--- config.mk ---
export PLATFORM = sky130hd
export DESIGN_NAME = axi_burst_slave
export DESIGN_NICKNAME = d
export VERILOG_FILES = /design/src/hdl/udp_bridge_pkg.sv /design/src/hdl/axi_burst_slave.sv
export SDC_FILE = /design/constraint.sdc
export NUM_CORES = 1
export LEC_CHECK = 0
export ABC_AREA = 1
export BUFFER_PORTS_ARGS = -buffer_cell sky130_fd_sc_hd__buf_2
export CORE_AREA = 2 2 109 111
export CTS_CLUSTER_DIAMETER = 120
export DETAILED_ROUTE_END_ITERATION = 10
export DIE_AREA = 0 0 111 113
export PLACE_DENSITY = 0.77
export SLEW_MARGIN = 10
export SYNTH_ARGS = -nofsm -noshare
export SYNTH_HDL_FRONTEND = slang
export SYNTH_SLANG_ARGS = --single-unit
--- constraint.sdc ---
create_clock -name aclk -period 2.4 [get_ports aclk]
set_input_delay 0.12 -clock aclk [delete_from_list [all_inputs] [get_ports aclk]]
set_output_delay 0.12 -clock aclk [all_outputs]
set_load 0.05 [all_outputs]
--- src/hdl/udp_bridge_pkg.sv ---
package udp_bridge_pkg;

  // axi data path, one 32-bit word per beat
  localparam int DATA_W   = 32;
  localparam int STRB_W   = DATA_W / 8;
  localparam int ADDR_W   = 32;
  localparam int ID_W     = 6;
  localparam int LEN_W    = 8;

  // byte offset bits inside one bus word
  localparam int ADDR_LSB = 2;

  // payload buffers are 1 KB each
  localparam int BUF_AW   = 8;
  localparam int BYTE_AW  = 10;

  localparam int FRAME_LEN_W = 16;

  // axi burst type, reserved code 3 is handled like incr
  typedef enum logic [1:0] {
    BURST_FIXED = 2'd0,
    BURST_INCR  = 2'd1,
    BURST_WRAP  = 2'd2
  } burst_e;

  // only okay is ever returned
  typedef enum logic [1:0] {
    RESP_OKAY = 2'd0
  } resp_e;

  // apb word index, paddr[5:2]
  typedef enum logic [3:0] {
    REG_TX_LENGTH = 4'd8,
    REG_RX_LENGTH = 4'd9,
    REG_TX_CTR    = 4'd10
  } reg_addr_e;

endpackage

--- src/hdl/axi_burst_slave.sv ---
`timescale 1ns/1ps

module axi_burst_slave (
  input  logic                                 aclk,
  input  logic                                 aresetn,
  input  logic [udp_bridge_pkg::ID_W-1:0]      awid,
  input  logic [udp_bridge_pkg::ADDR_W-1:0]    awaddr,
  input  logic [udp_bridge_pkg::LEN_W-1:0]     awlen,
  input  logic [2:0]                           awsize,
  input  logic [1:0]                           awburst,
  input  logic                                 awvalid,
  output logic                                 awready,
  input  logic [udp_bridge_pkg::DATA_W-1:0]    wdata,
  input  logic [udp_bridge_pkg::STRB_W-1:0]    wstrb,
  input  logic                                 wlast,
  input  logic                                 wvalid,
  output logic                                 wready,
  output logic [udp_bridge_pkg::ID_W-1:0]      bid,
  output logic [1:0]                           bresp,
  output logic                                 bvalid,
  input  logic                                 bready,
  input  logic [udp_bridge_pkg::ID_W-1:0]      arid,
  input  logic [udp_bridge_pkg::ADDR_W-1:0]    araddr,
  input  logic [udp_bridge_pkg::LEN_W-1:0]     arlen,
  input  logic [2:0]                           arsize,
  input  logic [1:0]                           arburst,
  input  logic                                 arvalid,
  output logic                                 arready,
  output logic [udp_bridge_pkg::ID_W-1:0]      rid,
  output logic [udp_bridge_pkg::DATA_W-1:0]    rdata,
  output logic [1:0]                           rresp,
  output logic                                 rlast,
  output logic                                 rvalid,
  input  logic                                 rready,
  output logic                                 txbuf_we,
  output logic [udp_bridge_pkg::BUF_AW-1:0]    txbuf_waddr,
  output logic [udp_bridge_pkg::DATA_W-1:0]    txbuf_wdata,
  output logic [udp_bridge_pkg::STRB_W-1:0]    txbuf_wstrb,
  output logic [udp_bridge_pkg::BUF_AW-1:0]    rxbuf_raddr,
  input  logic [udp_bridge_pkg::DATA_W-1:0]    rxbuf_rdata
);

  typedef enum logic [1:0] {IDLE, WRITE, WRESP, READ} state_e;

  state_e                              state;
  logic [udp_bridge_pkg::ID_W-1:0]     id_q;
  logic [udp_bridge_pkg::ADDR_W-1:0]   addr_q;
  logic [udp_bridge_pkg::ADDR_W-1:0]   next_addr;
  logic [udp_bridge_pkg::ADDR_W-1:0]   step;
  logic [udp_bridge_pkg::LEN_W-1:0]    len_q;
  logic [udp_bridge_pkg::LEN_W-1:0]    beat_cnt;
  logic [2:0]                          size_q;
  udp_bridge_pkg::burst_e              burst_q;
  logic                                fetch;

  // one burst at a time, so both responses echo the same latched id
  assign bid   = id_q;
  assign rid   = id_q;
  assign bresp = udp_bridge_pkg::RESP_OKAY;
  assign rresp = udp_bridge_pkg::RESP_OKAY;

  // bytes per beat from the latched size
  assign step = {{(udp_bridge_pkg::ADDR_W - 1){1'b0}}, 1'b1} << size_q;

  // fixed holds, incr (and wrap, reserved) aligns then steps
  always_comb begin
    if (burst_q == udp_bridge_pkg::BURST_FIXED) begin
      next_addr = addr_q;
    end else begin
      next_addr = (addr_q & ~(step - 1'b1)) + step;
    end
  end

  assign txbuf_we    = wready & wvalid;
  assign txbuf_waddr = addr_q[udp_bridge_pkg::ADDR_LSB +: udp_bridge_pkg::BUF_AW];
  assign txbuf_wdata = wdata;
  assign txbuf_wstrb = wstrb;

  // look ahead on an r handshake so the next word is ready after one gap cycle
  assign rxbuf_raddr = (rvalid & rready & ~rlast) ?
                       next_addr[udp_bridge_pkg::ADDR_LSB +: udp_bridge_pkg::BUF_AW] :
                       addr_q[udp_bridge_pkg::ADDR_LSB +: udp_bridge_pkg::BUF_AW];

  always_ff @(posedge aclk) begin
    if (!aresetn) begin
      state   <= IDLE;
      awready <= 1'b0;
      wready  <= 1'b0;
      bvalid  <= 1'b0;
      arready <= 1'b0;
      rvalid  <= 1'b0;
      rlast   <= 1'b0;
      fetch   <= 1'b0;
    end else begin
      case (state)
        IDLE: begin
          // write side wins when both are pending
          if (awvalid) begin
            awready <= 1'b1;
            state   <= WRITE;
          end else if (arvalid) begin
            arready <= 1'b1;
            state   <= READ;
          end
        end
        WRITE: begin
          if (awready) begin
            awready <= 1'b0;
            wready  <= 1'b1;
          end else if (wready && wvalid && wlast) begin
            wready <= 1'b0;
            bvalid <= 1'b1;
            state  <= WRESP;
          end
        end
        WRESP: begin
          if (bready) begin
            bvalid <= 1'b0;
            state  <= IDLE;
          end
        end
        READ: begin
          if (arready) begin
            arready <= 1'b0;
            fetch   <= 1'b1;
          end else if (fetch) begin
            fetch  <= 1'b0;
            rvalid <= 1'b1;
            rlast  <= (beat_cnt == len_q);
          end else if (rvalid && rready) begin
            rvalid <= 1'b0;
            rlast  <= 1'b0;
            if (rlast) begin
              state <= IDLE;
            end else begin
              fetch <= 1'b1;
            end
          end
        end
        default: state <= IDLE;
      endcase
    end
  end

  // burst context and read data
  always_ff @(posedge aclk) begin
    if (state == IDLE) begin
      if (awvalid) begin
        id_q     <= awid;
        addr_q   <= awaddr;
        len_q    <= awlen;
        size_q   <= awsize;
        burst_q  <= udp_bridge_pkg::burst_e'(awburst);
        beat_cnt <= '0;
      end else if (arvalid) begin
        id_q     <= arid;
        addr_q   <= araddr;
        len_q    <= arlen;
        size_q   <= arsize;
        burst_q  <= udp_bridge_pkg::burst_e'(arburst);
        beat_cnt <= '0;
      end
    end
    if (txbuf_we || (rvalid && rready)) begin
      addr_q   <= next_addr;
      beat_cnt <= beat_cnt + 1'b1;
    end
    if (fetch) begin
      rdata <= rxbuf_rdata;
    end
  end

endmodule

* Yosys cells after proc, flatten, opt, wreduce, memory -nomap -nowiden
Cells that the tools add are included.
** Cells by class
- Add/sub/neg operators :: 3
- Equality and inequality tests :: 16
- Shift operators :: 1
- Multiplexer cells :: 46
- Bitwise operators :: 7
- Reduce and logical (&&, ||, !) cells :: 23
** Operators by type and width (number)
- $mux W32 :: 5
- $mux W8 :: 7
- $add A32 B32 Y32 :: 1
- $and A32 B32 Y32 :: 1
- $not A32 Y32 :: 1
- $shl A1 B3 Y32 const A :: 1
- $sub A32 B1 Y32 const B :: 1
- $mux W2 :: 11
- $ne A2 B2 Y1 const B :: 11
- $mux W1 :: 15
- $reduce_bool A2 Y1 :: 7
- $mux W6 :: 2
- $reduce_and A3 Y1 :: 3
- $add A8 B1 Y8 const B :: 1
- $eq A8 B8 Y1 :: 1
- $pmux W2 S4 :: 1
- $reduce_and A2 Y1 :: 4
- $reduce_and A8 Y1 :: 1
- $mux W3 :: 2
- $pmux W1 S2 :: 3
- $eq A2 B2 Y1 const B :: 2
- $logic_not A2 Y1 :: 2
- $reduce_and A4 Y1 :: 1
- $and A1 B1 Y1 :: 3
- other kinds (6) :: 9
** Word-level totals
- Bits in registers :: 100
- Output and inout bits :: 107
- Word-level logic and storage cells :: 112

* Longest topological paths before layout
- Depth in word-level cells :: 7
- Mapped depth :: 16

* Worst setup path after synthesis
No wires, ideal clock.
- Path kind :: reg-to-output
- Start point :: reg rvalid
- End point :: out rxbuf_raddr[0] (netlist bit)
- Arrival :: 2.526 ns
- Data required time :: 2.280 ns
- Setup slack :: -0.246 ns
- Cell stages (with the launch flop) :: 5
- Path through :: dfxtp_1 -> nand2_1 -> nor2_1 -> inv_1 -> o21ai_0
** On the way
- Longest elaborated chain between the ends :: 3
** Ends and longest elaborated chain
- from (decl) :: RTL line axi_burst_slave.sv:33 : output logic rvalid,
- from (signal assigned) :: RTL line axi_burst_slave.sv:91 : rvalid <= 1'b0;
- from (signal assigned) :: RTL line axi_burst_slave.sv:128 : rvalid <= 1'b1;
- from (signal assigned) :: RTL line axi_burst_slave.sv:131 : rvalid <= 1'b0;
- $and A1 B1 Y1 (2 in a row) :: RTL line axi_burst_slave.sv:80 : assign rxbuf_raddr = (rvalid & rready & ~rlast) ?
- $mux W8 :: RTL line axi_burst_slave.sv:80
- to (decl) :: RTL line axi_burst_slave.sv:39 : output logic [udp_bridge_pkg::BUF_AW-1:0] rxbuf_raddr,
No other way between the ends.

* Final worst setup path
- Start point :: reg size_q[1]
- End point :: out rxbuf_raddr[6] (netlist bit)
** On the way
- Longest elaborated chain between the ends :: 7
** Ends and longest elaborated chain
- from (decl) :: RTL line axi_burst_slave.sv:52 : logic [2:0] size_q;
- from (signal assigned) :: RTL line axi_burst_slave.sv:152 : size_q <= awsize;
- from (signal assigned) :: RTL line axi_burst_slave.sv:159 : size_q <= arsize;
- $shl A1 B3 Y32 * :: RTL line axi_burst_slave.sv:63 : assign step = {{(udp_bridge_pkg::ADDR_W - 1){1'b0}}, 1'b1} << size_q;
- $sub A32 B1 Y32 :: RTL line axi_burst_slave.sv:70 : next_addr = (addr_q & ~(step - 1'b1)) + step;
- $not A32 Y32 :: RTL line axi_burst_slave.sv:70
- $and A32 B32 Y32 :: RTL line axi_burst_slave.sv:70
- $add A32 B32 Y32 * :: RTL line axi_burst_slave.sv:70
- $mux W32 * :: RTL line axi_burst_slave.sv:67 : if (burst_q == udp_bridge_pkg::BURST_FIXED) begin
- $mux W8 * :: RTL line axi_burst_slave.sv:80
Mark *: on every way between the ends. The rest lies on a longest branch, timed or not. The select of a mux whose other input is x is not followed.

==> impl_metrics.yaml <==
global_routing:
  grt_pass1_wl_um: 19500
  overflow: 0
  first_global_vias: 3937
  grt.total_usage: 0.199
  use_met2: 0.350
  grt_max_degree: 34
  grt.met3_usage: 0.0316
  met1_usage: 0.239
  antenna_found_initial: 0
  top_usage_layer: "met2"
power_and_ir_drop:
  p_leak_nw: 2.77
  seqPwrFrac: 0.366
  powerDensity_nw_per_um2: 908
  p_sw_mw: 2.19
  p_sw_frac: 0.407
  p_comb_frac: 0.396
  intPower_mw: 3.20
  clock_power_share: 0.238
  vdd_drop_max_mv: 0.492
logic_synthesis:
  synth_simple_gate_area_frac: 0.251
  ys_seq_area_frac: 0.518
  synth-adder-area-share: 0.00863
  syn_area_um2: 4350
  synth_mux_area_frac: 0.00460
  ys_types: 34
  synth_cells: 509
  postSynthAreaPerCell_um2: 8.55
  synth_xor_area_frac: 0.0201
  synth_top_family_by_area: "simple AND/OR/NAND/NOR gates"
  ys_seq_elements: 78
  ys.warnings.count: 0
  synth_compound_area_frac: 0.0569
routing:
  routedWlPerCell_um: 15.0
  drtPass1Iterations: 4
  num_vias: 3991
  via_per_inst: 4.80
  ant_nets: 0
  routed_wl_um: 12500
  drtIter0Drc: 202
  drcViolationCount: 0
cts:
  cts_made_buffers: 9
  clock_latency_ns: 0.34
  numClockSinks: 78
  h-tree-depth: 3
  clk_pin_slew_worst_paths_ns: 0.06
  max-clock-path-buffers: 2
  cts_tree: "done"
  cts-root-buf: "clkbuf_16"
placement:
  gp_congestion: 0.956
  placement.cell_area_um2: 5040
  port_buffers: 164
  dp_hpwl_um: 9010
sta:
  hold_viol_final: 0
  relSlewSlack: 0.452
  tightest_slew_ns: 0.821
  max_freq_mhz: 404
  fin_skew_ns: 0.00820
  slew_viol_final: 0
  rsz0062_at_grt: "yes"
  fin_crit_sh: 1.03
  finalSetupViolCount: 6
  finalCriticalPeriod_ns: 2.48
  layout_setup_ws_ns: -0.0756
finish:
  layout_common_cells: "nand2_1 (163), buf_2 (156), edfxtp_1 (69), inv_1 (36), dlygate4sd3_1 (33)"
  final_util: 0.527
  layout-drive-gt1-share: 0.370
  num_antenna_cells: 0
  final_nets: 865
  finalInstanceArea_um2: 5940
  nFillCells: 1054
  area_delta_synth_final_pct: 36.4
  layout_commonest_cell: "nand2_1"
floorplanning:
  core-area_um2: 11300
  die_w_um: 111
  ios: 285
  rows: 39
  die_area_um2: 12500
  initial_core_util: 0.386
  die_y_um: 113
critical_path:
  crit_fanout: 5
  worst-setup-path-type: "reg -> out"
  cp.arrival_ns: 2.36
  required_ns: 2.28
  cp-start-kind: "flop"
  cp-end-kind: "output pin"
run_status:
  violations: "setup timing"
  outcome: "finished with violations"
job:
  max_cap_violations: 0
min_path:
  min_path_type: "in -> reg"
[registers in the layout, summed over array words and instances (netlist names)]
signal / flops
rdata: 32
state: 2
beat_cnt: 8
size_q: 3
rvalid: 1
rlast: 1
fetch: 1
len_q: 8
addr_q: 10
burst_q: 2
arready: 1
wready: 1
bvalid: 1
awready: 1
bid: 6
[power by group through the flow]
stage          clock network (mW)  logic, mW  registers, mW
4_1_cts                      1.30       2.01           1.97
2_1_floorplan                   0       1.33           2.21
3_3_place_gp                    0       1.83           1.99
6_report                     1.28       2.13           1.97
3_5_place_dp                    0       1.84           1.99
5_1_grt                      1.37       2.31           2.00
[path summary, 6_finish.rpt]
check | endpoint | slack, ns | cells past startpoint | start
max reg2reg | addr_q[4]$_DFFE_PP_ | 0.25 | 14 | size_q[1]$_DFFE_PP_
max | rxbuf_raddr[6] | -0.08 | 16 | size_q[1]$_DFFE_PP_
min reg2reg | wready$_SDFFE_PN0P_ | 0.50 | 2 | wready$_SDFFE_PN0P_
min | bid[0]$_DFFE_PP_ | 0.04 | 3 | arid[0]
[stage by stage]
stage | TNS [ns] | hold WS, ns | setup WS [ns] | instances | total power, mW
detailed placement | 0 | 0.240 | 0.152 | 771 | 3.83
global route | -1.63 | 0.0540 | -0.286 | 832 | 5.69
CTS | -0.0537 | 0.0348 | -0.0213 | 827 | 5.29
floorplan | 0 | 0.219 | 0.135 | 512 | 3.54
global placement | 0 | 0.240 | 0.146 | 771 | 3.81
finish | -0.190 | 0.0436 | -0.0756 | 832 | 5.39
[critical path, stage by stage, from the launching register on]
cell	delay, ns
edfxtp_1	0.52
nor2_4	0.23
nand2_2	0.08
nor2_2	0.14
ha_2	0.19
inv_2	0.04
nand2_4	0.06
nand3_2	0.07
nand2_2	0.10
nand3_2	0.09
nand2_2	0.07
nand2_1	0.05
nand2_1	0.05
nand2_1	0.07
nand2_1	0.07
nand2_1	0.06
buf_6	0.15
[repair_timing]
action,4_1_cts,5_1_grt
gates resized for setup,27,35
pin swaps,4,23
buffers inserted,7,5
setup endpoints to repair,5,8
hold endpoints to repair,33,0
hold buffers,33,0
[synthesized netlist by cell type (all sizes together)]
master | count | area share
a31oi | 2 | 0.0029
a21oi | 14 | 0.016
o21a | 1 | 0.0017
o22ai | 1 | 0.0014
nor4 | 1 | 0.0014
nor2 | 37 | 0.035
or2 | 2 | 0.0029
nand4 | 9 | 0.013
o211ai | 2 | 0.0035
buf | 60 | 0.10
edfxtp | 69 | 0.48
nand2 | 175 | 0.15
conb | 1 | 0.00086
o31ai | 3 | 0.0052
nand3 | 35 | 0.040
inv | 42 | 0.036
ha | 3 | 0.0086
o21ai | 18 | 0.021
clkbuf | 5 | 0.0043
mux2i | 2 | 0.0046
a211oi | 2 | 0.0035
nand3b | 1 | 0.0017
o2111ai | 1 | 0.0020
xnor2 | 9 | 0.018
dfxtp | 9 | 0.041
nor3b | 1 | 0.0017
nor3 | 3 | 0.0035
xor2 | 1 | 0.0020
[final cells by class]
class / instances / area [um2] / share of cell area
clock buffer: 9 / 225 / 0.0379
clock inverter: 7 / 57.6 / 0.00970
inverter: 42 / 158 / 0.0266
multi-input combinational: 327 / 1640 / 0.277
sequential: 78 / 2250 / 0.379
tap: 143 / 179 / 0.0301
timing repair buffer: 226 / 1420 / 0.240
[routing by layer]
layer | part of all wire | vias to the layer above
met5 | 0 | -
met4 | 0.028 | 0
met3 | 0.045 | 32
met2 | 0.52 | 137
met1 | 0.40 | 1849
li1 | - | 1973
[logic make-up after synthesis]
logic type,after synthesis
simple gates,264
buf+inv,107
flops,78
compound gates,44
xor+xnor,10
fa+ha+maj,3
mux,2
other cells,1
(Power assumes the default switching activity.)
