--- src/hdl/udp_bridge_pkg.sv ---
package udp_bridge_pkg;

  // axi data path, one 32-bit word per beat
  localparam int DATA_W   = 32;
  localparam int STRB_W   = DATA_W / 8;
  localparam int ADDR_W   = 32;
  localparam int ID_W     = 6;
  localparam int LEN_W    = 8;

  // byte offset bits inside one bus word
  localparam int ADDR_LSB = 2;

  // payload buffers are 1 KB each
  localparam int BUF_AW   = 8;
  localparam int BYTE_AW  = 10;

  localparam int FRAME_LEN_W = 16;

  // axi burst type, reserved code 3 is handled like incr
  typedef enum logic [1:0] {
    BURST_FIXED = 2'd0,
    BURST_INCR  = 2'd1,
    BURST_WRAP  = 2'd2
  } burst_e;

  // only okay is ever returned
  typedef enum logic [1:0] {
    RESP_OKAY = 2'd0
  } resp_e;

  // apb word index, paddr[5:2]
  typedef enum logic [3:0] {
    REG_TX_LENGTH = 4'd8,
    REG_RX_LENGTH = 4'd9,
    REG_TX_CTR    = 4'd10
  } reg_addr_e;

endpackage

--- src/hdl/udp_cfg_regs.sv ---
`timescale 1ns/1ps

module udp_cfg_regs (
  input  logic                                   aclk,
  input  logic                                   aresetn,
  input  logic                                   psel,
  input  logic                                   penable,
  input  logic                                   pwrite,
  input  logic [udp_bridge_pkg::ADDR_W-1:0]      paddr,
  input  logic [udp_bridge_pkg::DATA_W-1:0]      pwdata,
  output logic [udp_bridge_pkg::DATA_W-1:0]      prdata,
  output logic                                   pready,
  output logic                                   tx_start,
  output logic [udp_bridge_pkg::FRAME_LEN_W-1:0] tx_length,
  input  logic                                   tx_done,
  input  logic                                   rx_done,
  input  logic [udp_bridge_pkg::FRAME_LEN_W-1:0] rx_length,
  output logic                                   irq
);

  udp_bridge_pkg::reg_addr_e               reg_idx;
  logic                                    wr_en;
  logic                                    rd_en;
  logic [udp_bridge_pkg::FRAME_LEN_W-1:0]  tx_length_q;
  logic [udp_bridge_pkg::FRAME_LEN_W-1:0]  rx_length_q;
  logic                                    tx_busy;
  logic                                    irq_q;

  assign reg_idx = udp_bridge_pkg::reg_addr_e'(paddr[5:2]);
  // apb completes in the access phase
  assign wr_en   = psel & penable & pwrite;
  assign rd_en   = psel & penable & ~pwrite;
  assign pready  = psel & penable;

  assign tx_start  = tx_busy;
  assign tx_length = tx_length_q;
  assign irq       = irq_q;

  always_ff @(posedge aclk) begin
    if (!aresetn) begin
      tx_length_q <= '0;
      rx_length_q <= '0;
      tx_busy     <= 1'b0;
      irq_q       <= 1'b0;
    end else begin
      if (wr_en && reg_idx == udp_bridge_pkg::REG_TX_LENGTH) begin
        tx_length_q <= pwdata[udp_bridge_pkg::FRAME_LEN_W-1:0];
      end
      // a new start request beats a finishing frame
      if (wr_en && reg_idx == udp_bridge_pkg::REG_TX_CTR) begin
        tx_busy <= pwdata[0];
      end else if (tx_done) begin
        tx_busy <= 1'b0;
      end
      if (rx_done) begin
        rx_length_q <= rx_length;
      end
      // frame end sets, reading the length acknowledges
      if (rx_done) begin
        irq_q <= 1'b1;
      end else if (rd_en && reg_idx == udp_bridge_pkg::REG_RX_LENGTH) begin
        irq_q <= 1'b0;
      end
    end
  end

  always_comb begin
    prdata = '0;
    case (reg_idx)
      udp_bridge_pkg::REG_TX_LENGTH: prdata[udp_bridge_pkg::FRAME_LEN_W-1:0] = tx_length_q;
      udp_bridge_pkg::REG_RX_LENGTH: prdata[udp_bridge_pkg::FRAME_LEN_W-1:0] = rx_length_q;
      udp_bridge_pkg::REG_TX_CTR:    prdata[0] = tx_busy;
      default:                       prdata = '0;
    endcase
  end

endmodule

--- config.mk ---
export PLATFORM = sky130hd
export DESIGN_NAME = udp_cfg_regs
export DESIGN_NICKNAME = d
export VERILOG_FILES = /design/src/hdl/udp_bridge_pkg.sv /design/src/hdl/udp_cfg_regs.sv
export SDC_FILE = /design/constraint.sdc
export NUM_CORES = 1
export LEC_CHECK = 0
export ABC_CLOCK_PERIOD_IN_PS = 2300
export BUFFER_PORTS_ARGS = -buffer_cell sky130_fd_sc_hd__buf_4
export CORE_MARGIN = 10
export CORE_UTILIZATION = 41
export CTS_CLUSTER_DIAMETER = 150
export DETAILED_ROUTE_END_ITERATION = 12
export PLACE_DENSITY = 0.88
export SYNTH_ARGS = -nofsm -noshare
export SYNTH_HDL_FRONTEND = slang
export SYNTH_SLANG_ARGS = --single-unit
--- constraint.sdc ---
create_clock -name aclk -period 2.3 [get_ports aclk]
set_input_delay 0.23 -clock aclk [delete_from_list [all_inputs] [get_ports aclk]]
set_output_delay 0.23 -clock aclk [all_outputs]
set_load 0.05 [all_outputs]
; Word-level counts from Yosys, hierarchy flattened
; Index checks and enable logic that the tools add are counted.
[word_totals]
regBits = 34
word_cells = 22
[classes]
n_eq_ne = 3
n_mux = 6
bitwise = 4
n_reduce_logical = 5
[ops]
columns = op, count
row1 = one-hot mux 15 bit (2 select lines), 1
row2 = equality test 4 bit (second input constant), 3
row3 = 2-to-1 mux 1 bit, 4
row4 = nonzero test 2 bit, 2
row5 = AND 1 bit, 3
row6 = logical AND 1 bit, 3
row7 = one-hot mux 1 bit (3 select lines), 1
row8 = NOT 1 bit, 1

; Longest topological paths before layout
; Gate-level depths: netlist of the first run.
[depth]
ltp_word = 5
mapped_depth = 5

; Worst setup path after synthesis of the first run
; OpenSTA, ideal clock, no wires.
[synth_path]
kind = input to output
start = in paddr[2] (netlist bit)
end = out prdata[11] (netlist bit)
arrival_ns = 1.422
path_slack_ns = 0.648
path_stages = 3
n_path_buf = 1
path_cell_list = nor4b_4 > clkbuf_1 > a22o_1
[synth_via]
elab_chain_cells = 2
word_cells_on_any_way = 3
cone_classes = 2 x eq/ne / 1 x mux
[synth_lines]
columns = item, line
row1 = from (decl), udp_cfg_regs.sv:9  ; input logic [udp_bridge_pkg::ADDR_W-1:0] paddr,
row2 = equality test 4 bit, udp_cfg_regs.sv:69  ; case (reg_idx)
row3 = one-hot mux 15 bit (2 select lines) (*), udp_cfg_regs.sv:69
row4 = to (decl), udp_cfg_regs.sv:11  ; output logic [udp_bridge_pkg::DATA_W-1:0] prdata,
; Every way passes the cells marked *; elsewhere a longest branch is shown, timed or not.

; Final worst setup path of the first run
[layout_path]
start = in paddr[2] (netlist bit)
end = out prdata[7] (netlist bit)
; Same word-level chain as after synthesis.

==> results of run 1 <==
-- power breakdown --
group	switching, mW	total [mW]	internal, mW
Combinational	0.135	0.221	0.0854
Clock	0.206	0.448	0.241
Sequential	0.0101	0.618	0.608
Total	0.352	1.29	0.935
-- sequential cells by signal, summed over array words and instances (netlist names) --
register / count
irq: 1
rx_length_q: 16
tx_length: 16
tx_start: 1
-- cells in the final DEF (no fill, tap or decap) --
cell type / n
nor2b_1: 16
nor3b_1: 1
clkbuf_1: 1
nor4b_4: 1
and2_1: 1
a31oi_1: 1
nand3b_1: 1
mux2i_1: 33
nor2_1: 1
a32oi_1: 1
a22o_1: 15
buf_4: 80
and3_1: 1
clkbuf_8: 6
nand4_1: 1
dfxtp_1: 34
clkinv_2: 1
conb_1: 16
nor4bb_4: 1
o21ai_0: 1
nand2_1: 34
-- cells by family (layout without fill, tap and decap cells) --
logic type	after synthesis	in the layout	synth area share
compound gates	18	18	0.0913
buf+inv	28	88	0.116
flops	34	34	0.411
mux	33	33	0.199
other cells	1	16	0.00226
simple gates	58	58	0.180
-- stage by stage --
stage / area [µm²] / setup slack [ns] / std cells / hold slack, ns
floorplan: 1710 / 0.648 / 187 / 0.372
global placement: 2200 / 0.479 / 289 / 0.458
detailed placement: 2200 / 0.543 / 289 / 0.467
CTS: 2290 / 0.540 / 297 / 0.187
global route: 2290 / 0.436 / 297 / 0.195
finish: 2290 / 0.548 / 297 / 0.198
-- worst max-delay path: cells and delay by family --
kind                   cells  cell delay [ns]
AO/OA/AOI/OAI              1             0.17
buffers and inverters      3             0.61
AND/OR/NAND/NOR            1             0.51
-- final timing paths --
kind,start,endpoint,cells past startpoint
max,paddr[2],prdata[7],5
min reg2reg,tx_length[14],tx_length[14],2
min,pwdata[12],tx_length[12],3
max reg2reg,irq,irq,2
-- routing by layer --
metal	wire length, µm	up-vias	share of wire
li1	-	700	-
met1	1950	640	0.43
met2	2160	61	0.47
met3	422	6	0.092
met4	45	0	0.0098
met5	0	-	0
-- layout make-up --
cell class                      count  share of cell area
Timing Repair Buffer               80               0.262
Multi-Input combinational cell    125               0.374
Tap cell                           50              0.0273
Clock inverter                      1             0.00218
Clock buffer                        7              0.0377
Sequential cell                    34               0.297
==> flow_summary.toml, run 1 <==
[synthesis]
syn_area_per_cell_um2 = 9.64
syn_area_mm2 = 0.00166
synth_cell_types = 22
ys_ff_latch = 34
synth_async_sr_flop_share = 0
synth_edf_count = 0
ys_warn_count = 0
synthTopCellsByCount = "dfxtp_1 (34), nand2_1 (34), mux2i_1 (33)"
synthCells = 172
synthFlopType = "dfxtp_1"
synth_area_leaders = "dfxtp_1 (41%), mux2i_1 (20%), a22o_1 (7.9%)"
synth_top_cell_area_share = 0.411
seq_area_frac_synth = 0.411
post-synth-top-area-cell = "dfxtp_1"

[floorplan]
coreArea_mm2 = 0.00394
die_x_um = 83.6
fp.dieArea_mm2 = 0.00699
initial_core_util = 0.421
row_count = 23
die_height_um = 83.6
ios = 138

[worst_setup_path]
crit_path_start_kind = "input port"
critPathMostFrequentCell = "buf_4"
worstSetupPathType = "input port to output port"
slowest_delay_ns = 0.51
cp.arrival_ns = 1.52
crit_chain = "buf_4, nor4b_4, buf_4, a22o_1, buf_4"
timing.critical_path.slowest_stage_cell = "nor4b_4"
cp.required_ns = 2.07
cp_max_fo = 10
reg2reg_slack_ns = 1.64
cp-end-kind = "output port"

[cells_and_area]
layout-drive-gt1-share = 0.360
area_growth_pct = 38.2
seqCellArea_um2 = 681
fillers = 353
nets = 333
multi_input_area_um2 = 856
diodes = 0
final_util = 0.581

[grt]
grt_use_met1 = 0.147
antenna_found_initial = 0
overflow = 0
gr-usage-met3 = 0.0625
grt-busiest-layer = "met2"
grt_max_degree = 51
use_met2 = 0.208
grt_pass1_wl_mm = 7.54
grt_pass1_vias = 1427
globalRouteTotalUtil = 0.129

[cts]
ctsHoldBuffers = 0
cts-resized-gates = 0
post_cts_buffers = 0
root_buffer = "clkbuf_8"
cts.clk_slew.worst_paths_ns = 0.07
cts_max_level = 2
clock_latency_ns = 0.28
numCtsBuffers = 5
cts_tree = "yes"
cts.sink_count = 34
cts_max_path_buffers = 2

[timing]
skew_ns = 0
fmax_ghz = 0.571
tightest_slew_ns = 0.504
rsz0062_at_grt = "no"
finalSetupViolations = 0
fin_crit_ns = 1.75
fin_setup_tns_ns = 0
hold_violations = 0
relSlewSlack = 0.663
drv_slew = 0
fin_crit_sh = 0.762

[routing]
detail_route.first_pass.iterations = 4
vias_per_cell = 4.74
ant_nets = 0
drt_iter0_drc = 62
wire_per_inst_um = 15.4
vias = 1407
drcViolationCount = 0
totalWireLength_mm = 4.58

[placed_design]
gp_congestion = 0.766
dp_hpwl_mm = 3.46
port_buffers = 77

[power]
p_per_area_mw_per_mm2 = 561
p_leak_nw = 1.09
peakVddDrop_uv = 305
p_total_mw = 1.29

[min_path]
holdCritPathClass = "input port to flop"

[run_status]
outcome = "complete, no violations"

[job]
cap_violations = 0
(Power assumes the default switching activity.)
==> run 2, diff against run 1 <==
Settings changed: ABC_AREA set to 1, ABC_CLOCK_PERIOD_IN_PS 2300 to 1600, CORE_UTILIZATION 41 to 35, PLACE_DENSITY 0.88 to 0.79.
Clock period 2.3 ns to 1.6 ns, I/O delays scaled along.
==> run 2 against run 1 <==
  * Highest routed layer unchanged
  * Clock-buffer cell count stayed put
  * Power increased by 47%
  * Die area is 17% higher
  * Sequential power increased by 45%
==> flow_summary.toml, run 2 <==
[power]
p_leak_nw = 1.30
peakVddDrop_uv = 481
p_per_area_mw_per_mm2 = 802
p_clk_frac = 0.348
switching_share = 0.292
switchingPower_mw = 0.554
pwr-share-seq = 0.472
p_int_mw = 1.34
combinationalPowerShare = 0.180

[worst_setup_path]
cp_max_fo = 16
cp-end-kind = "output port"
worstSetupPathType = "input port to output port"
slowest_delay_ns = 0.22
crit_path_start_kind = "input port"
crit_chain = "buf_4, nor2_1, nand2_4, inv_2, nand2_1, nand2_1, buf_4"
cp.required_ns = 1.44
cp_top_family = "buffers and inverters"
timing.critical_path.slowest_stage_cell = "inv_2"
cp.arrival_ns = 1.16
timing.critical_path.buf_inv = 3

[cells_and_area]
nets = 429
layout-drive-gt1-share = 0.268
area_growth_pct = 36.8
final_area_mm2 = 0.00236
layout_common_cells = "buf_4 (79), nor2_1 (70), nand2_1 (70)"
diodes = 0
mostFrequentLayoutCell = "buf_4"

[routing]
wire_per_inst_um = 12.4
drt_iter0_drc = 86
drcViolationCount = 0
vias_per_cell = 4.29
totalWireLength_mm = 5.10
vias = 1759
detail_route.first_pass.iterations = 4
ant_nets = 0

[synthesis]
synth_top_cell_area_share = 0.394
synth_area_leaders = "dfxtp_1 (39%), nand2_1 (15%), nor2_1 (15%)"
synthFlopType = "dfxtp_1"
synth_async_sr_flop_share = 0
ys_warn_count = 0
seq_area_frac_synth = 0.394
ys_ff_latch = 34
synth_cell_types = 17
synthTopCellsByCount = "nand2_1 (70), nor2_1 (70), dfxtp_1 (34)"
post-synth-top-area-cell = "dfxtp_1"
syn_area_per_cell_um2 = 6.44
syn_area_mm2 = 0.00173
synthCells = 268
synth_edf_count = 0

[grt]
antenna_found_initial = 0
grt_pass1_vias = 1768
grt_use_met1 = 0.152
grt-busiest-layer = "met2"
gr-usage-met3 = 0.0748
overflow = 0
grt_pass1_wl_mm = 8.36
globalRouteTotalUtil = 0.124
grt_max_degree = 35
use_met2 = 0.180

[job]
cap_violations = 0

[timing]
skew_ns = 0
fin_crit_sh = 0.825
fmax_ghz = 0.757
hold_violations = 0
fin_setup_tns_ns = 0
fin_crit_ns = 1.32
finalSetupViolations = 0
rsz0062_at_grt = "no"
drv_slew = 0

[floorplan]
row_count = 25
initial_core_util = 0.363
fp.dieArea_mm2 = 0.00814
coreArea_mm2 = 0.00475
die_height_um = 90.2
ios = 138
die_x_um = 90.2

[cts]
cts_max_path_buffers = 2
root_buffer = "clkbuf_8"
cts_tree = "yes"
cts.clk_slew.worst_paths_ns = 0.07
post_cts_buffers = 0
clock_latency_ns = 0.29
numCtsBuffers = 5
cts-resized-gates = 0
ctsHoldBuffers = 0
cts_max_level = 2
cts.sink_count = 34

[min_path]
holdCritPathClass = "input port to flop"

[placed_design]
dp_hpwl_mm = 3.97
port_buffers = 77
gp_congestion = 0.779
place_area_mm2 = 0.00227

[run_status]
outcome = "complete, no violations"
run 2: kinds of logic after synthesis:
kind of cell           synth area share
and+or+nand+nor                   0.388
buffers and inverters             0.164
DFF                               0.394
AOI/OAI and AO/OA                0.0522
other                           0.00217
run 2: cell type report:
cell class	count	area, µm²
Fill cell	505	2390
Multi-Input combinational cell	197	820
Sequential cell	34	681
Timing Repair Buffer	79	593
Inverter	25	93.8
Clock buffer	7	86.3
Tap cell	67	83.8
Clock inverter	1	5.00
run 2: power by group through the flow:
stage / clock network [mW] / logic [mW] / registers [mW]
6_report: 0.659 / 0.341 / 0.895
5_1_grt: 0.714 / 0.375 / 0.899
4_1_cts: 0.671 / 0.342 / 0.895
3_5_place_dp: 0 / 0.341 / 0.914
3_3_place_gp: 0 / 0.337 / 0.913
2_1_floorplan: 0 / 0.234 / 0.927
run 2: per-stage QoR:
| stage | instances | utilization | hold WS, ns | power [mW] | worst slack (ns) |
|---|---|---|---|---|---|
| 6_report | 410 | 0.497 | 0.0917 | 1.90 | 0.279 |
| 5_1_grt | 410 | 0.497 | 0.103 | 1.99 | 0.179 |
| 3_3_place_gp | 402 | 0.478 | 0.381 | 1.25 | 0.265 |
| 2_1_floorplan | 283 | - | 0.295 | 1.16 | 0.278 |
| 3_5_place_dp | 402 | 0.478 | 0.392 | 1.25 | 0.261 |
| 4_1_cts | 410 | 0.497 | 0.0857 | 1.91 | 0.261 |
run 2: final timing paths:
| path | depth (start not counted) | slack [ns] | startpoint | endpoint |
|---|---|---|---|---|
| setup / recovery | 7 | 0.28 | paddr[2] | prdata[4] |
| hold / removal | 3 | 0.09 | rx_length[4] | rx_length_q[4] |
| setup reg to reg | 4 | 0.91 | tx_start | tx_start |
| hold reg to reg | 2 | 0.46 | irq | irq |
run 2: per-layer routing:
layer,part of all wire,vias up
met3,0.12,4
met5,0,-
met4,0.0076,0
li1,-,922
met1,0.45,755
met2,0.42,78
run 2: worst register-to-register path: cells and delay by family (launching register included):
kind	cells	cell delay [ns]
AOI/OAI and AO/OA	1	0.05
buffers and inverters	1	0.04
DFF	1	0.35
and+or+nand+nor	2	0.19
==> run 3, diff against run 2 <==
Settings changed: ABC_AREA 1 to 0, ABC_CLOCK_PERIOD_IN_PS 1600 to 1200, PLACE_DENSITY 0.79 to 0.8.
Clock period 1.6 ns to 1.2 ns, I/O delays scaled along.
==> run 3 against run 2 <==
  * The flow now finishes with violations (negative setup slack)
  * Non-clock buffer count up 9
  * First-iteration DRC count down 63%
  * Sequential cell count unchanged
  * Die area down 3.1%
  * Worst setup slack worse by 0.32 ns
  * Cell area up 13%
  * Sequential power up 33%
  * Critical endpoint is now prdata[5]
  * Highest routed layer unchanged
==> flow_summary.toml, run 3 (synthesized netlist as in run 1, its figures left out) <==
[run_status]
outcome = "finished with violations"
violations = "negative setup slack"

[grt]
globalRouteTotalUtil = 0.130
antenna_found_initial = 0
grt_max_degree = 24
overflow = 0
grt_pass1_wl_mm = 7.94
grt_pass1_vias = 1532

[floorplan]
coreArea_mm2 = 0.00447
ios = 138
initial_core_util = 0.371
die_height_um = 88.8
fp.dieArea_mm2 = 0.00789
die_x_um = 88.8
row_count = 24

[timing]
hold-worst-slack_ns = 0.0919
drv_slew = 0
fin_setup_tns_ns = -0.409
fin_crit_sh = 1.03
fmax_ghz = 0.807
fin_crit_ns = 1.24
rsz0062_at_grt = "yes"
finalSetupViolations = 16
worst_slack_ns = -0.0391
skew_ns = 0
hold_violations = 0

[worst_setup_path]
cp-end-kind = "output port"
critPathMostFrequentCell = "buf_8"
r2r-start = "tx_length[0]"
crit_chain = "buf_8, nor4b_4, buf_6, a22o_4, buf_8"
cp.required_ns = 1.08
rr_worst_depth = 2
worstSetupPathType = "input port to output port"
crit_path_start_kind = "input port"
cp_max_fo = 6
r2r_end = "tx_length[0]"
slowest_delay_ns = 0.39
cp.arrival_ns = 1.12
crit_start = "paddr[2]"
timing.critical_path.slowest_stage_cell = "nor4b_4"
reg2reg_slack_ns = 0.53

[power]
combinationalPowerShare = 0.193
p_int_mw = 1.75
p_per_area_mw_per_mm2 = 917
p_leak_nw = 1.29
p_clk_frac = 0.320
peakVddDrop_uv = 778
switching_share = 0.283
switchingPower_mw = 0.692
pwr-share-seq = 0.487

[cells_and_area]
layout_common_cells = "buf_4 (63), dfxtp_1 (34), mux2i_1 (33)"
layout-drive-gt1-share = 0.453
nets = 341
mostFrequentLayoutCell = "buf_4"
area_growth_pct = 60.9
diodes = 0

[placed_design]
port_buffers = 77
gp_congestion = 0.743
dp_hpwl_mm = 3.72

[cts]
root_buffer = "clkbuf_8"
cts.clk_slew.worst_paths_ns = 0.07
ctsHoldBuffers = 0
clock_latency_ns = 0.27
cts_max_path_buffers = 2
numCtsBuffers = 5
cts_tree = "yes"
cts_max_level = 2
cts.sink_count = 34

[min_path]
min_path_cells = 3
worstHoldStart = "pwdata[14]"
hold_end = "tx_length[14]"
holdCritPathClass = "input port to flop"

[routing]
drt_iter0_drc = 32
drcViolationCount = 0
totalWireLength_mm = 5.17
dr_wl_met2_mm = 2.65
met3_length_um = 480
vias_per_cell = 4.70
wire_per_inst_um = 16.9
vias = 1438
wirelength_met1_mm = 2.02
ant_nets = 0
top_layer_used = "met4"
detail_route.first_pass.iterations = 4

[job]
cap_violations = 0
run 3: changes by cell type in the layout (fill, tap and decap cells not counted), moves of 2 or more:
cell | previous run | this run
nor2_1 | 70 | 1
nand2_1 | 70 | 32
mux2i_1 | 0 | 33
inv_1 | 23 | 0
nand3_1 | 19 | 0
buf_8 | 0 | 18
buf_4 | 79 | 63
nor2b_1 | 0 | 16
a22o_4 | 0 | 15
o21ai_0 | 16 | 1
buf_6 | 0 | 5
a21oi_1 | 2 | 0
buf_12 | 0 | 2
inv_2 | 2 | 0
run 3: what timing repair did:
| item | CTS | global route |
|---|---|---|
| cloned | 2 | 0 |
| setup buffers | 1 | 0 |
| gates resized for setup | 54 | 1 |
| endpoints found under the setup margin | 16 | 16 |
| pin swaps | 17 | 2 |
| hold endpoints to repair | 0 | 0 |
run 3: layout make-up:
type                       instances  area, µm²
clock inverter                     2       10.0
tap                               52       65.1
clock buffer                       5       68.8
fill                             381       1810
sequential                        34        681
multi-input combinational        125       1000
timing repair buffer              88        840
run 3: how the worst max path moves through the flow:
stage / cells after the start / end
after floorplan: 5 / tx_length[10]
after global placement: 6 / prdata[0]
after detailed placement: 6 / prdata[0]
after CTS: 5 / prdata[13]
after global routing: 5 / prdata[14]
final: 5 / prdata[5]
run 3: worst max-delay path, delay by kind of cell:
kind	cells	cell delay [ns]
AND/OR/NAND/NOR	1	0.39
buffers and inverters	3	0.45
AO/OA/AOI/OAI	1	0.15
run 3: power groups by stage:
stage	Clock, mW	Sequential [mW]	Combinational [mW]
floorplan	0	1.22	0.302
global placement	0	1.21	0.438
detailed placement	0	1.21	0.446
CTS	0.816	1.19	0.472
global route	0.859	1.20	0.505
finish	0.781	1.19	0.472
run 3: through the flow:
stage,power [mW],utilization,setup WS (ns),cell area [µm²],instances
floorplan,1.53,-,-0.0563,1790,187
global placement,1.65,0.521,-0.173,2330,296
detailed placement,1.66,0.521,-0.183,2330,296
CTS,2.48,0.595,-0.0514,2660,306
global route,2.56,0.596,-0.115,2670,306
finish,2.45,0.596,-0.0391,2670,306
run 3: per-layer routing:
layer	up-vias	track usage
met5	-	0
met4	0	0.0352
met3	2	0.0551
met2	52	0.225
met1	662	0.142
li1	722	-
